<file path="src/include/apply_defs.svh">
`ifndef APPLY_DEFS_SVH
`define APPLY_DEFS_SVH

// Node index, bit 0 is the complement flag
`define APPLY_INDEX_W 16
`define APPLY_IDX_FALSE {`APPLY_INDEX_W{1'b0}}
`define APPLY_IDX_TRUE {{(`APPLY_INDEX_W-1){1'b0}}, 1'b1}

`define APPLY_VAR_W 8
`define APPLY_VAR_NONE {`APPLY_VAR_W{1'b1}} // Variable of the terminal nodes
`define APPLY_VAR_COUNT 256
`define APPLY_QWORDS (`APPLY_VAR_COUNT / 32) // 32-bit words of quantify bits

`define APPLY_ID_W 3

// Configuration port
`define APPLY_CFG_ADDR_W 8
`define APPLY_CFG_DATA_W 32

// Operation type codes
`define APPLY_OP_AND 2'd0
`define APPLY_OP_OR 2'd1
`define APPLY_OP_XOR 2'd2
`define APPLY_OP_EXIST 2'd3

`endif

</file>
<file path="src/hdl/apply_pkg.sv">
`include "apply_defs.svh"

package apply_pkg;

	typedef enum logic [1:0]
	{
		OP_AND = `APPLY_OP_AND,
		OP_OR = `APPLY_OP_OR,
		OP_XOR = `APPLY_OP_XOR,
		OP_EXIST = `APPLY_OP_EXIST
	} apply_op_t;

	// Request as it enters the unit
	typedef struct packed
	{
		logic [`APPLY_ID_W-1:0] id;
		logic negate;
		apply_op_t op;
		logic [`APPLY_INDEX_W-1:0] f;
		logic [`APPLY_INDEX_W-1:0] g;
	} apply_req_t;

	// After the terminal check, operands already ordered
	typedef struct packed
	{
		apply_req_t req;
		logic hit;
		logic [`APPLY_INDEX_W-1:0] result; // Only meaningful on a hit
	} resolved_req_t;

	typedef struct packed
	{
		resolved_req_t res;
		logic [`APPLY_VAR_W-1:0] top;
		logic fetch_f; // Operand branches on top
		logic fetch_g;
		logic quantify;
	} apply_out_t;

endpackage

</file>
<file path="src/hdl/var_port_if.sv">
`timescale 1ns/1ps

`include "apply_defs.svh"

interface var_port_if;

	logic req_valid;
	logic req_ready;
	logic [`APPLY_INDEX_W-2:0] req_node; // Node number, complement bit dropped

	// Responses come back in request order and cannot be stalled
	logic resp_valid;
	logic [`APPLY_VAR_W-1:0] resp_var;

	modport ctrl (output req_valid, output req_node, input req_ready,
		input resp_valid, input resp_var);
	modport mem (input req_valid, input req_node, output req_ready,
		output resp_valid, output resp_var);

endinterface

</file>
<file path="src/hdl/apply_front.sv">
`timescale 1ns/1ps

`include "apply_defs.svh"

module apply_front
	import apply_pkg::*;
(
	input logic clk,
	input logic reset,

	input logic in_valid,
	output logic in_ready,
	input logic [`APPLY_ID_W-1:0] in_id,
	input logic in_negate,
	input apply_op_t in_op,
	input logic [`APPLY_INDEX_W-1:0] in_f,
	input logic [`APPLY_INDEX_W-1:0] in_g,

	output logic var_req_valid,
	input logic var_req_ready,
	output logic [`APPLY_INDEX_W-2:0] var_req_node,
	input logic var_resp_valid,
	input logic [`APPLY_VAR_W-1:0] var_resp_var,

	input logic cfg_write,
	input logic [`APPLY_CFG_ADDR_W-1:0] cfg_address,
	input logic [`APPLY_CFG_DATA_W-1:0] cfg_wdata,

	output logic out_valid,
	input logic out_ready,
	output logic [`APPLY_ID_W-1:0] out_id,
	output logic out_negate,
	output apply_op_t out_op,
	output logic [`APPLY_INDEX_W-1:0] out_f,
	output logic [`APPLY_INDEX_W-1:0] out_g,
	output logic out_hit,
	output logic [`APPLY_INDEX_W-1:0] out_result,
	output logic [`APPLY_VAR_W-1:0] out_top,
	output logic out_fetch_f,
	output logic out_fetch_g,
	output logic out_quantify
);

	apply_req_t in_req;
	apply_req_t buf_req;
	resolved_req_t resolved;
	apply_out_t ctrl_out;
	apply_out_t out_data;
	logic buf_valid;
	logic ctrl_ready;
	logic ctrl_valid;
	logic out_buf_ready;
	logic [`APPLY_VAR_W-1:0] qvar;
	logic qbit;

	var_port_if var_port ();

	assign in_req = '{id: in_id, negate: in_negate, op: in_op, f: in_f, g: in_g};

	// Memory side of the variable channel
	assign var_req_valid = var_port.req_valid;
	assign var_req_node = var_port.req_node;
	assign var_port.req_ready = var_req_ready;
	assign var_port.resp_valid = var_resp_valid;
	assign var_port.resp_var = var_resp_var;

	stage_buffer #(.payload_t(apply_req_t)) in_buf (
		.clk(clk), .reset(reset),
		.in_valid(in_valid), .in_ready(in_ready), .in_data(in_req),
		.out_valid(buf_valid), .out_ready(ctrl_ready), .out_data(buf_req)
	);

	terminal_check terminal_check_i (.req(buf_req), .res(resolved));

	var_fetch_ctrl var_fetch_ctrl_i (
		.clk(clk), .reset(reset),
		.in_valid(buf_valid), .in_ready(ctrl_ready), .in_data(resolved),
		.mem(var_port.ctrl), .qvar(qvar), .qbit(qbit),
		.out_valid(ctrl_valid), .out_ready(out_buf_ready), .out_data(ctrl_out)
	);

	quantify_table quantify_table_i (
		.clk(clk), .reset(reset),
		.cfg_write(cfg_write), .cfg_address(cfg_address), .cfg_wdata(cfg_wdata),
		.qvar(qvar), .qbit(qbit)
	);

	stage_buffer #(.payload_t(apply_out_t)) out_buf (
		.clk(clk), .reset(reset),
		.in_valid(ctrl_valid), .in_ready(out_buf_ready), .in_data(ctrl_out),
		.out_valid(out_valid), .out_ready(out_ready), .out_data(out_data)
	);

	assign out_id = out_data.res.req.id;
	assign out_negate = out_data.res.req.negate;
	assign out_op = out_data.res.req.op;
	assign out_f = out_data.res.req.f;
	assign out_g = out_data.res.req.g;
	assign out_hit = out_data.res.hit;
	assign out_result = out_data.res.result;
	assign out_top = out_data.top;
	assign out_fetch_f = out_data.fetch_f;
	assign out_fetch_g = out_data.fetch_g;
	assign out_quantify = out_data.quantify;

endmodule

</file>
<file path="src/hdl/quantify_table.sv">
`timescale 1ns/1ps

`include "apply_defs.svh"

module quantify_table (
	input logic clk,
	input logic reset,
	input logic cfg_write,
	input logic [`APPLY_CFG_ADDR_W-1:0] cfg_address,
	input logic [`APPLY_CFG_DATA_W-1:0] cfg_wdata,
	input logic [`APPLY_VAR_W-1:0] qvar,
	output logic qbit
);

	localparam int SEL_W = $clog2(`APPLY_QWORDS);

	logic wr_en;
	logic [`APPLY_CFG_ADDR_W-1:0] wr_addr;
	logic [`APPLY_CFG_DATA_W-1:0] wr_data;
	logic [`APPLY_CFG_DATA_W-1:0] words [`APPLY_QWORDS];
	logic [`APPLY_CFG_DATA_W-1:0] qword;

	// Configuration write is registered before it reaches the table
	always_ff @(posedge clk)
	begin
		if (reset)
			wr_en <= 1'b0;
		else
			wr_en <= cfg_write;
		wr_addr <= cfg_address;
		wr_data <= cfg_wdata;
	end

	always_ff @(posedge clk)
	begin
		if (reset)
		begin
			for (int i = 0; i < `APPLY_QWORDS; i++)
				words[i] <= '0;
		end
		else if (wr_en && wr_addr < `APPLY_QWORDS) // Out of range addresses dropped
			words[wr_addr[SEL_W-1:0]] <= wr_data;
	end

	// Word is qvar / 32, bit is qvar % 32
	assign qword = words[qvar[`APPLY_VAR_W-1:5]];
	assign qbit = qword[qvar[4:0]];

endmodule

</file>
<file path="src/hdl/stage_buffer.sv">
`timescale 1ns/1ps

module stage_buffer
	import apply_pkg::*;
#(
	parameter type payload_t = apply_req_t
)
(
	input logic clk,
	input logic reset,
	input logic in_valid,
	output logic in_ready,
	input payload_t in_data,
	output logic out_valid,
	input logic out_ready,
	output payload_t out_data
);

	logic full;
	payload_t data;

	// Accept when empty or when the held item leaves this cycle
	assign in_ready = !full || out_ready;

	always_ff @(posedge clk)
	begin
		if (reset)
			full <= 1'b0;
		else if (in_ready)
			full <= in_valid;
	end

	always_ff @(posedge clk)
	begin
		if (in_valid && in_ready)
			data <= in_data;
	end

	assign out_valid = full;
	assign out_data = data;

endmodule

</file>
<file path="src/hdl/terminal_check.sv">
`timescale 1ns/1ps

`include "apply_defs.svh"

module terminal_check
	import apply_pkg::*;
(
	input apply_req_t req,
	output resolved_req_t res
);

	logic f_false;
	logic f_true;
	logic g_false;
	logic g_true;
	logic f_term;
	logic same;
	logic compl;
	logic swap;
	logic hit;
	logic [`APPLY_INDEX_W-1:0] result;

	assign f_false = (req.f == `APPLY_IDX_FALSE);
	assign f_true = (req.f == `APPLY_IDX_TRUE);
	assign g_false = (req.g == `APPLY_IDX_FALSE);
	assign g_true = (req.g == `APPLY_IDX_TRUE);
	assign f_term = (req.f[`APPLY_INDEX_W-1:1] == '0);
	assign same = (req.f == req.g);
	assign compl = ((req.f ^ req.g) == `APPLY_IDX_TRUE); // Same node, opposite polarity

	// Rules are checked in priority order per operation
	always_comb
	begin
		{hit, result} = {1'b0, `APPLY_IDX_FALSE};
		case (req.op)
			OP_AND:
			begin
				if (f_false || g_false)
					{hit, result} = {1'b1, `APPLY_IDX_FALSE};
				else if (f_true)
					{hit, result} = {1'b1, req.g};
				else if (g_true)
					{hit, result} = {1'b1, req.f};
				else if (same)
					{hit, result} = {1'b1, req.f};
				else if (compl)
					{hit, result} = {1'b1, `APPLY_IDX_FALSE};
			end
			OP_OR:
			begin
				if (f_true || g_true)
					{hit, result} = {1'b1, `APPLY_IDX_TRUE};
				else if (f_false)
					{hit, result} = {1'b1, req.g};
				else if (g_false)
					{hit, result} = {1'b1, req.f};
				else if (same)
					{hit, result} = {1'b1, req.f};
				else if (compl)
					{hit, result} = {1'b1, `APPLY_IDX_TRUE};
			end
			OP_XOR:
			begin
				if (same)
					{hit, result} = {1'b1, `APPLY_IDX_FALSE};
				else if (compl)
					{hit, result} = {1'b1, `APPLY_IDX_TRUE};
				else if (f_false)
					{hit, result} = {1'b1, req.g};
				else if (g_false)
					{hit, result} = {1'b1, req.f};
			end
			OP_EXIST:
			begin
				if (f_term)
					{hit, result} = {1'b1, req.f};
			end
		endcase
	end

	// Commutative operations get the smaller index in f
	assign swap = !hit && (req.op != OP_EXIST) && (req.f > req.g);

	always_comb
	begin
		res.req = req;
		res.req.f = swap ? req.g : req.f;
		res.req.g = swap ? req.f : req.g;
		res.hit = hit;
		res.result = result;
	end

endmodule

</file>
<file path="src/hdl/var_fetch_ctrl.sv">
`timescale 1ns/1ps

`include "apply_defs.svh"

module var_fetch_ctrl
	import apply_pkg::*;
(
	input logic clk,
	input logic reset,
	input logic in_valid,
	output logic in_ready,
	input resolved_req_t in_data,
	var_port_if.ctrl mem,
	output logic [`APPLY_VAR_W-1:0] qvar,
	input logic qbit,
	output logic out_valid,
	input logic out_ready,
	output apply_out_t out_data
);

	typedef enum logic [1:0] {S_IDLE, S_FETCH, S_DONE} state_t;

	state_t state;
	resolved_req_t held;
	logic [`APPLY_VAR_W-1:0] var_f;
	logic [`APPLY_VAR_W-1:0] var_g;
	logic [`APPLY_VAR_W-1:0] top_min;
	logic [`APPLY_VAR_W-1:0] top;
	logic [`APPLY_INDEX_W-2:0] node_f;
	logic [`APPLY_INDEX_W-2:0] node_g;
	logic shared;
	logic need_f;
	logic need_g;
	logic [1:0] num_req;
	logic [1:0] req_cnt; // Requests issued for the held item
	logic [1:0] resp_cnt; // Responses received
	logic req_fire;
	logic resp_to_f;
	logic last_resp;
	logic accept;
	logic bypass;
	logic fetch_f;
	logic fetch_g;
	apply_out_t held_out;
	apply_out_t bypass_out;

	assign node_f = held.req.f[`APPLY_INDEX_W-1:1];
	assign node_g = held.req.g[`APPLY_INDEX_W-1:1];
	assign shared = (node_f == node_g);

	// Terminal operands are never fetched
	assign need_f = (node_f != '0);
	assign need_g = (held.req.op != OP_EXIST) && !shared && (node_g != '0);
	assign num_req = {1'b0, need_f} + {1'b0, need_g};

	assign mem.req_valid = (state == S_FETCH) && (req_cnt != num_req);
	assign mem.req_node = (req_cnt == 2'd0 && need_f) ? node_f : node_g;
	assign req_fire = mem.req_valid && mem.req_ready;

	// Responses arrive in order, so the count tells whose variable it is
	assign resp_to_f = (resp_cnt == 2'd0) && need_f;
	assign last_resp = mem.resp_valid && (resp_cnt + 2'd1 == num_req);

	assign in_ready = (state == S_IDLE);
	assign accept = in_valid && in_ready;
	assign bypass = accept && in_data.hit; // Hit goes straight through

	always_ff @(posedge clk)
	begin
		if (reset)
		begin
			state <= S_IDLE;
			req_cnt <= 2'd0;
			resp_cnt <= 2'd0;
		end
		else
		begin
			case (state)
				S_IDLE:
				begin
					req_cnt <= 2'd0;
					resp_cnt <= 2'd0;
					if (accept && !(in_data.hit && out_ready))
						state <= in_data.hit ? S_DONE : S_FETCH;
				end
				S_FETCH:
				begin
					if (req_fire)
						req_cnt <= req_cnt + 2'd1;
					if (mem.resp_valid)
						resp_cnt <= resp_cnt + 2'd1;
					if (last_resp)
						state <= S_DONE;
				end
				S_DONE:
					if (out_ready)
						state <= S_IDLE;
				default:
					state <= S_IDLE;
			endcase
		end
	end

	always_ff @(posedge clk)
	begin
		if (accept)
		begin
			held <= in_data;
			var_f <= `APPLY_VAR_NONE;
			var_g <= `APPLY_VAR_NONE;
		end
		else if (state == S_FETCH && mem.resp_valid)
		begin
			if (resp_to_f)
				var_f <= mem.resp_var;
			else
				var_g <= mem.resp_var;
		end
	end

	assign top_min = (var_f < var_g) ? var_f : var_g;

	always_comb
	begin
		if (held.hit)
			{top, fetch_f, fetch_g} = {`APPLY_VAR_NONE, 2'b00};
		else if (shared)
			{top, fetch_f, fetch_g} = {var_f, 2'b11};
		else
			{top, fetch_f, fetch_g} = {top_min, var_f == top_min, var_g == top_min};
	end

	assign qvar = top;

	assign held_out = '{res: held, top: top, fetch_f: fetch_f, fetch_g: fetch_g,
		quantify: !held.hit && (held.req.op != OP_AND) && qbit};
	assign bypass_out = '{res: in_data, top: `APPLY_VAR_NONE, fetch_f: 1'b0,
		fetch_g: 1'b0, quantify: 1'b0};

	assign out_valid = bypass || (state == S_DONE);
	assign out_data = (state == S_IDLE) ? bypass_out : held_out;

endmodule

</file>
<file path="config.mk">
export PLATFORM = sky130hd
export DESIGN_NAME = apply_front
export DESIGN_NICKNAME = d
export VERILOG_FILES = /design/src/hdl/apply_pkg.sv /design/src/hdl/var_port_if.sv /design/src/hdl/apply_front.sv /design/src/hdl/quantify_table.sv /design/src/hdl/stage_buffer.sv /design/src/hdl/terminal_check.sv /design/src/hdl/var_fetch_ctrl.sv
export VERILOG_INCLUDE_DIRS = /design/src /design/src/include
export SDC_FILE = /design/constraint.sdc
export NUM_CORES = 1
export LEC_CHECK = 0
export ABC_AREA = 0
export ABC_CLOCK_PERIOD_IN_PS = 5400
export BUFFER_PORTS_ARGS = -buffer_cell sky130_fd_sc_hd__buf_2
export CAP_MARGIN = 0
export CORE_ASPECT_RATIO = 0.7
export CORE_UTILIZATION = 50
export CTS_BUF_LIST = sky130_fd_sc_hd__clkbuf_4 sky130_fd_sc_hd__clkbuf_8
export DETAILED_ROUTE_END_ITERATION = 7
export PLACE_DENSITY = 0.75
export SYNTH_ARGS = -nofsm -noshare
export SYNTH_HDL_FRONTEND = slang
export SYNTH_SLANG_ARGS = --single-unit
</file>
<file path="constraint.sdc">
create_clock -name clk -period 5.4 [get_ports clk]
set_clock_uncertainty 0.15 [all_clocks]
set_input_delay 0.27 -clock clk [delete_from_list [all_inputs] [get_ports clk]]
set_output_delay 0.27 -clock clk [all_outputs]
set_load 0.05 [all_outputs]
</file>
Word level (Yosys, flattened, before mapping). Memories as Yosys holds them, arrays and structs flattened. Cells that the tools add are included.

Flip-flop bits (word level): 224. Memories kept: 1. Input bits: 93. Logic and storage cells: 171. Output and inout port bits: 84. RAM bits: 256.

Memory list: quantify_table_i.words (depth 8, bits a word 32, rd ports 1, clocked after memory_dff 0, wr ports 8, line quantify_table.sv:20) `` logic [`APPLY_CFG_DATA_W-1:0] words [`APPLY_QWORDS]; ``.

Equal/unequal tests: 21. Mux-type cells: 59. Bitwise logic cells: 2. Reduce and logical (&&, ||, !) cells: 48. Magnitude comparators: 4. $add $sub $neg: 3.

Operators with widths (number): 2-to-1 mux 16 bit (15); 2-to-1 mux 66 bit (1); case mux 16 bit (4 select lines) (1); == test 16 x 1 -> 1 bit, second input constant (3); zero test 16 bit (2); 2-to-1 mux 32 bit (1); OR reduction 32 bit (1); nonzero test 15 bit (2); 2-to-1 mux 1 bit (25); 2-to-1 mux 8 bit (3); logical AND 1 bit (19); == test 16 bit (1); == test 8 bit (2); greater-than comparator 16 bit (1); bitwise XOR 16 bit (1); == test 15 bit (1); zero test 15 bit (1); 2-to-1 mux 15 bit (1); 2-to-1 mux 2 bit (6); zero test 2 bit (4); < comparator 8 x 4 -> 1 bit, second input constant (1); < comparator 8 bit (1); inequality test 2 x 1 -> 1 bit, second input constant (4); case mux 2 bit (2 select lines) (2); other kinds (19) (38).

Logic depth before layout (Yosys ltp). Gate-level depths: netlist of run 1.

Depth in word-level cells: 13. Mapped depth: 15. Gate-level depth less buffers: 13.

By module. Synthesis of run 1 repeated with hierarchy kept, for this count alone.

Cells, all modules: 1456. Area total of the unflattened synthesis: 21461.8 um^2.

By module, submodules not included: quantify_table (cells an instance 799, sequential area each 8508.2 um^2, instances 1, area each 12550.8 um^2); var_fetch_ctrl (cells an instance 357, sequential area each 2092.0 um^2, instances 1, area each 4239.1 um^2); stage_buffer (out_buf) (cells an instance 71, sequential area each 2001.9 um^2, instances 1, area each 2037.0 um^2); terminal_check (cells an instance 186, sequential area each 0.0 um^2, instances 1, area each 1438.9 um^2); stage_buffer (in_buf) (cells an instance 43, sequential area each 1161.1 um^2, instances 1, area each 1196.1 um^2).

Least setup slack after synthesis of run 1. No wires, ideal clock.

Path kind: reg-to-reg. Start point: register in_buf.data (netlist bit in_buf.out_data[23]). End point: register out_buf.data (netlist bit out_buf.out_data[0]), enable pin. Buffers on the path: 2. Arrival time: 5.011 ns. Data required time: 4.752 ns. Setup time: 0.498 ns. Clock period less this slack: 5.660 ns. Path slack: -0.260 ns. Stages on the path, launching flop included: 12. Cells stage by stage: edfxtp_1 -> nor4_1 -> and4_1 -> clkbuf_1 -> and2_0 -> clkbuf_1 -> or3_1 -> mux2i_1 -> a21oi_1 -> a21o_1 -> nand2_1 -> nor2b_1.

RTL lines: start: declaration (line stage_buffer.sv:20) `payload_t data;`; start signal: assignment (line stage_buffer.sv:36) `data <= in_data;`; end signal: assignment (line stage_buffer.sv:36); end: declaration (line stage_buffer.sv:20).

Worst setup path after layout of run 1.
Start point: register var_fetch_ctrl_i.var_g[5]. End point: register out_buf.data (netlist bit out_buf.out_data[0]) (data pin).

Cells in the longest elaborated chain, start to end: 8.

Ends and longest elaborated chain: start: declaration (line var_fetch_ctrl.sv:26) `` logic [`APPLY_VAR_W-1:0] var_g; ``; start signal: assignment (line var_fetch_ctrl.sv:110) `` var_g <= `APPLY_VAR_NONE; ``; start signal: assignment (line var_fetch_ctrl.sv:117) `var_g <= mem.resp_var;`; < comparator 8 bit (line var_fetch_ctrl.sv:121) `assign top_min = (var_f < var_g) ? var_f : var_g;`; 2-to-1 mux 8 bit * (line var_fetch_ctrl.sv:121); 2-to-1 mux 8 bit * (line var_fetch_ctrl.sv:127) `else if (shared)`; 2-to-1 mux 8 bit * (line var_fetch_ctrl.sv:125) `if (held.hit)`; memory (8 x 32 bit); binary-select mux 1 bit (select 5 bit) * (line quantify_table.sv:47) `assign qbit = qword[qvar[4:0]];`; 2-to-1 mux 1 bit (implied by the code) * (line quantify_table.sv:47); logical AND 1 bit * (line var_fetch_ctrl.sv:136) `quantify: !held.hit && (held.req.op != OP_AND) && qbit};`.

Mark *: on every way between the ends. The rest lies on a longest branch, timed or not. The select of a mux whose other input is x is not followed. A chain may end at the register's enable or synchronous reset.

==> results of run 1 <==
## worst max path at each step
| stage | startpoint | end | slack, ns |
|---|---|---|---|
| 5_1_grt | var_fetch_ctrl_i.held[31] | out_buf.out_data[0] | 0.56 |
| 4_1_cts | var_fetch_ctrl_i.var_g[5] | out_buf.out_data[0] | 0.91 |
| 3_3_place_gp | var_fetch_ctrl_i.held[31] | out_buf.out_data[0] | 1.0 |
| 2_1_floorplan | in_buf.out_data[23] | out_buf.out_data[0] | 1.02 |
| 6_report | var_fetch_ctrl_i.var_g[5] | out_buf.out_data[0] | 0.83 |
| 3_5_place_dp | var_fetch_ctrl_i.var_g[5] | out_buf.out_data[0] | 0.91 |
## per-layer routing
metal,GRT usage (%),vias to the layer above,part of all wire [%]
met4,9.629,0,3.0
met3,6.811,143,11
met1,41.00,7841,42
li1,-,7022,-
met5,0,-,0
met2,42.18,988,44
## flip-flops by register name, summed over array words and instances, names as in the netlist, 2 cells and up
register,count
out_buf.out_data,66
var_fetch_ctrl_i.resp_cnt,2
quantify_table_i.words,256
in_buf.out_data,38
quantify_table_i.wr_addr,8
var_fetch_ctrl_i.var_g,8
var_fetch_ctrl_i.state,2
quantify_table_i.wr_data,32
var_fetch_ctrl_i.held,55
var_fetch_ctrl_i.var_f,8
var_fetch_ctrl_i.req_cnt,2
## power breakdown
group / switching [mW] / total [mW] / internal, mW
registers: 0.118 / 4.28 / 4.16
logic: 0.826 / 1.22 / 0.398
clock network: 1.45 / 3.31 / 1.86
## metrics by stage
stage	area, sq um	hold WS, ns	setup WS [ns]	utilization (%)	power, mW
floorplan	21680	0.1477	1.019	-	5.046
global placement	23180	0.2224	0.9974	54.46	5.458
detailed placement	23180	0.2236	0.9139	54.46	5.479
CTS	25760	0.08848	0.9079	60.52	8.785
global route	25760	0.1038	0.5570	60.52	9.064
finish	25760	0.1097	0.8309	60.52	8.811
## worst max-delay path, stage by stage (launching register included)
cell      delay, ns
dfxtp_1        0.44
inv_1          0.12
ha_1           0.31
and4_1         0.21
nand2_1        0.08
o211a_1        0.28
a21oi_1        0.42
buf_4          0.26
mux2_2         0.33
buf_4          0.32
nor2_2         0.07
buf_4          0.23
a221oi_2       0.30
o31ai_1        0.11
a2111o_1       0.42
o211ai_1       0.14
nand4_1        0.13
## logic make-up after synthesis
family | synth area share, %
xor+xnor | 1.091
compound gates | 7.127
simple gates | 18.11
buf+inv | 2.464
flops | 63.48
fa+ha+maj | 1.500
mux | 6.227
## timing repair
item	in CTS	in global routing
hold buffers	96	0
endpoints found under the hold margin	103	0
setup endpoints to repair	0	0
gates resized for setup	0	0
## cells in the final DEF, fill, tap and decap left out, drive strengths merged, types with 10 or more instances in the layout
| cell type | instances |
|---|---|
| edfxtp | 415 |
| nand2 | 268 |
| and2 | 266 |
| buf | 207 |
| clkbuf | 107 |
| dlygate4sd3 | 96 |
| nand3 | 84 |
| mux2 | 81 |
| dfxtp | 65 |
| nor2 | 48 |
| mux2i | 43 |
| inv | 41 |
| a21oi | 30 |
| o21ai | 28 |
| ha | 26 |
| clkinv | 24 |
| a22oi | 23 |
| xor2 | 23 |
| nor4 | 23 |
| a31oi | 22 |
| nand4 | 20 |
| o211ai | 20 |
| a211oi | 15 |
| a32oi | 12 |
| nand2b | 10 |
## area by class of cell
type,count,share of cell area (%)
Sequential cell,480,53.43
Tap cell,552,2.681
Timing Repair Buffer,303,8.101
Inverter,41,0.5974
Clock inverter,31,1.025
Clock buffer,107,5.255
Multi-Input combinational cell,1157,28.91
==> flow_metrics.py, run 1 <==
metrics = {
    "synthesis": {
        "synth_cells": 1773,
        "synth.distinct_cells": 68,
        "synth_async_sr_flop_share_pct": 0,
        "yosysTopAreaCellShare_pct": 57.48,
        "synth_edf_count": 415,
        "synth.most_common_cell": "edfxtp_1",
        "yosys_warnings": 0,
        "syn_nets": 1892,
        "ys_seq_area_share_pct": 63.48,
        "synth_common_cells": "edfxtp_1, nand2_1, and2_1",
        "avgSynthCellArea_sq_um": 12.23,
        "synth_flop_cell": "edfxtp_1",
        "synth-seq-cells": 480,
        "synth_largest_area_cell": "edfxtp_1",
        "syn_area_sq_um": 21680,
        "synth.area.top_cells": "edfxtp_1, and2_1, dfxtp_1, nand2_1, mux2_2",
    },
    "route": {
        "routed_via_density": 5.988,
        "dr.pass1.iters": 7,
        "drtAntennaViolNets": 0,
        "wl_per_cell_um": 23.76,
        "drc": 0,
        "drt-total-wl_mm": 63.47,
        "drt_iter0_markers": 2004,
        "vias": 15990,
    },
    "worst_hold_path": {
        "worstHoldStart": "cfg_address[4]",
        "min_to": "quantify_table_i.wr_addr[4]",
        "hold_depth": 2,
        "hold_path.class": "input port to flop",
    },
    "power": {
        "ir_drop_mv": 0.1806,
        "p_per_area_nw_per_um2": 342.0,
        "p_leak_nw": 10.08,
    },
    "critical_path": {
        "setup.worst_path.start_class": "flop",
        "crit_required_ns": 5.62,
        "crit_arrival_ns": 4.79,
        "rr_worst_depth": 16,
        "worst-setup-path-type": "flop to flop",
        "critPathMaxFanout": 18,
        "r2r_slack_ns": 0.83,
        "regToRegEndpoint": "out_buf.out_data[0]",
        "crit_path_end_kind": "flop",
        "r2r_start": "var_fetch_ctrl_i.var_g[5]",
    },
    "clock_network": {
        "insertion_delay_ns": 0.64,
        "cts_tree": "yes",
        "cts_setup_buffers": 0,
        "cts-root-buf": "clkbuf_8",
        "cts_buffer_depth": 3,
        "cts_sinks": 480,
        "h-tree-depth": 3,
        "path_clk_slew_ns": 0.07,
        "cts_buffers": 76,
    },
    "run": {
        "max-cap-violations": 0,
    },
    "final_layout": {
        "fin_cells": 2671,
        "area.growth.synth_to_final_pct": 18.82,
        "regArea_sq_um": 13760,
        "multi_input_area_sq_um": 7448,
        "fin_nets": 2178,
        "drive_gt1_share_pct": 20.62,
        "fillers": 3358,
        "diodes": 0,
    },
    "floorplan": {
        "die_h_um": 176.2,
        "rows": 63,
        "start_util_pct": 50.93,
        "coreArea_sq_um": 42570,
        "dieArea_sq_um": 44210,
        "die_x_um": 250.9,
        "ios": 177,
    },
    "sta": {
        "setup_viol": 0,
        "min_period_ns": 4.569,
        "tightestPinTransition_ns": 1.334,
        "setup_tns_ns": 0,
        "rsz0062_at_grt": "false",
        "finalCritPeriodShare_pct": 84.61,
        "final_max_slew_viol_count": 0,
        "slew-limit-headroom_pct": 11.09,
        "fmax_ghz": 0.2189,
        "hold_violations": 0,
    },
    "status": {
        "status": "completed",
    },
    "global_routing": {
        "grt_overflow_total": 0,
        "antenna_found_initial": 0,
        "grt_max_degree": 62,
        "first_global_vias": 15330,
        "grt_pass1_wl_mm": 93.52,
        "grt_usage_pct": 28.40,
    },
    "placement": {
        "port_buffers": 176,
        "dp_hpwl_mm": 38.91,
        "gp_congestion": 0.9274,
        "dp_cells": 2437,
    },
}
Note: power is estimated with default switching activity, not from simulation.
==> inputs of run 2 (changes only) <==
ABC_CLOCK_PERIOD_IN_PS = 4600   (was 5400)
PLACE_DENSITY = 0.72   (was 0.75)
clock period = 4.6 ns   (was 5.4 ns; I/O delays follow)
==> run 2 against run 1 <==
Global-route usage down 0.34 points; worst hold slack worse by 0.056 ns; final cell count up 0.45%; critical path depth down 3; cell area about the same; worst setup slack worse by 0.60 ns; die area unchanged.
==> flow_metrics.py, run 2 (synthesis gave the netlist of run 1 again) <==
metrics = {
    "worst_hold_path": {
        "hold_depth": 2,
        "worstHoldStart": "cfg_address[5]",
        "hold_path.class": "input port to flop",
        "min_to": "quantify_table_i.wr_addr[5]",
    },
    "sta": {
        "tightestPinTransition_ns": 1.193,
        "fin_ws_ns": 0.2297,
        "fmax_ghz": 0.2288,
        "final_max_slew_viol_count": 0,
        "min_period_ns": 4.370,
        "hold_violations": 0,
        "finalCritPeriodShare_pct": 95.01,
        "rsz0062_at_grt": "false",
        "setup_tns_ns": 0,
        "slew-limit-headroom_pct": 20.49,
        "setup_viol": 0,
    },
    "final_layout": {
        "fin_nets": 2189,
        "top_register": "quantify_table_i.words",
        "layout_common_cells": "edfxtp_1, nand2_1, and2_1, buf_2, dlygate4sd3_1",
        "largest_reg_flops": 256,
        "drive_gt1_share_pct": 21.27,
        "fillers": 3375,
        "design_area_sq_um": 25790,
        "mostFrequentLayoutCell": "edfxtp_1",
        "area.growth.synth_to_final_pct": 18.93,
    },
    "clock_network": {
        "cts_buffers": 74,
        "path_clk_slew_ns": 0.06,
        "h-tree-depth": 3,
        "cts-root-buf": "clkbuf_8",
        "cts_tree": "yes",
        "cts_buffer_depth": 3,
        "insertion_delay_ns": 0.66,
        "cts_sinks": 480,
    },
    "route": {
        "dr.pass1.iters": 5,
        "drt_iter0_markers": 1814,
        "wl_per_cell_um": 23.23,
        "routed_via_density": 5.864,
        "drtAntennaViolNets": 0,
        "vias": 15730,
        "drc": 0,
        "drt-total-wl_mm": 62.32,
    },
    "power": {
        "p_per_area_nw_per_um2": 392.6,
        "ir_drop_mv": 0.2001,
        "combPwrFrac_pct": 14.2,
        "switching_share_pct": 27.38,
        "intPower_mw": 7.351,
        "p_seq_share_pct": 49.6,
        "p_sw_mw": 2.771,
        "clockPowerShare_pct": 36.2,
        "p_leak_nw": 10.10,
        "power.total_mw": 10.12,
    },
    "placement": {
        "place_area_sq_um": 23300,
        "gp_congestion": 0.9364,
        "port_buffers": 176,
        "dp_hpwl_mm": 39.76,
        "pre_cts_ws_ns": 0.3545,
    },
    "critical_path": {
        "slowest_stage": "o21ai_2",
        "slowest_delay_ns": 0.70,
        "crit_chain": "xor2_1 -> nor4_1 -> nand2_1 -> o21ai_2 -> mux2i_1 -> buf_4 -> nor2_1 -> buf_4 -> a21oi_1 -> o21ai_0 -> a2111o_1 -> o211ai_1 -> nand4_1",
        "critPathBufInv": 2,
        "critPathMaxFanout": 15,
        "crit_arrival_ns": 4.58,
        "crit_family": "compound AO/OA/AOI/OAI gates",
        "regToRegEndpoint": "out_buf.out_data[0]",
        "crit_path_end_kind": "flop",
        "crit_required_ns": 4.81,
        "r2r_slack_ns": 0.23,
        "rr_worst_depth": 13,
        "path_depth": 13,
        "setup.worst_path.start_class": "flop",
        "crit_top_cell": "buf_4",
        "r2r_start": "var_fetch_ctrl_i.held[31]",
        "worst-setup-path-type": "flop to flop",
    },
    "global_routing": {
        "antenna_found_initial": 0,
        "grt_usage_pct": 28.06,
        "grt_max_degree": 62,
        "first_global_vias": 15140,
        "grt_pass1_wl_mm": 92.68,
        "grt_overflow_total": 0,
    },
    "floorplan": {
        "dieArea_sq_um": 44210,
        "start_util_pct": 50.93,
        "coreArea_sq_um": 42570,
        "ios": 177,
        "die_x_um": 250.9,
        "die_h_um": 176.2,
        "rows": 63,
    },
    "run": {
        "max-cap-violations": 0,
    },
    "status": {
        "status": "completed",
    },
}
[run 2: final cells by class]
type	count	area, sq um	share of cell area [%]
antenna	1	2.502	0.009704
clock buffer	113	1374	5.328
clock inverter	23	146.4	0.5677
inverter	41	153.9	0.5968
multi-input combinational	1157	7446	28.88
sequential	480	13760	53.37
tap	552	690.7	2.678
timing repair buffer	316	2210	8.569
[run 2: power groups by stage]
stage	Clock (mW)	Combinational, mW	Sequential (mW)
floorplan	0	0.879	5.04
global placement	0	1.32	5.10
detailed placement	0	1.34	5.10
CTS	3.71	1.41	5.01
global route	3.88	1.52	5.03
finish	3.67	1.44	5.02
[run 2: metal layers]
metal	global-route usage (%)	wire (um)	vias up	part of all wire, %
met1	42.26	27870	7778	45
li1	-	-	7043	-
met5	0	0	-	0
met3	5.986	5988	116	9.6
met4	9.756	1775	0	2.8
met2	40.09	26690	795	43
[run 2: worst max path at each step]
stage                                    from  slack (ns)             endpoint
global placement    var_fetch_ctrl_i.var_g[5]        0.41  out_buf.out_data[0]
finish              var_fetch_ctrl_i.held[31]        0.23  out_buf.out_data[0]
global route        var_fetch_ctrl_i.held[31]         0.1  out_buf.out_data[0]
floorplan                 in_buf.out_data[23]        0.22  out_buf.out_data[0]
CTS                 var_fetch_ctrl_i.var_g[5]        0.36  out_buf.out_data[0]
detailed placement  var_fetch_ctrl_i.var_g[5]        0.35  out_buf.out_data[0]
[run 2: per-stage QoR]
stage / cells / utilization, % / hold slack [ns]
floorplan: 1773 / - / 0.1077
global placement: 2450 / 54.74 / 0.1829
detailed placement: 2450 / 54.74 / 0.1836
CTS: 2682 / 60.57 / 0.03108
global route: 2682 / 60.57 / 0.04106
finish: 2683 / 60.58 / 0.05320
[run 2: what timing repair did]
| item | in CTS | in global routing |
|---|---|---|
| gates resized for setup | 0 | 0 |
| hold endpoints to repair | 103 | 0 |
| setup buffers | 0 | 0 |
| hold buffers | 96 | 0 |
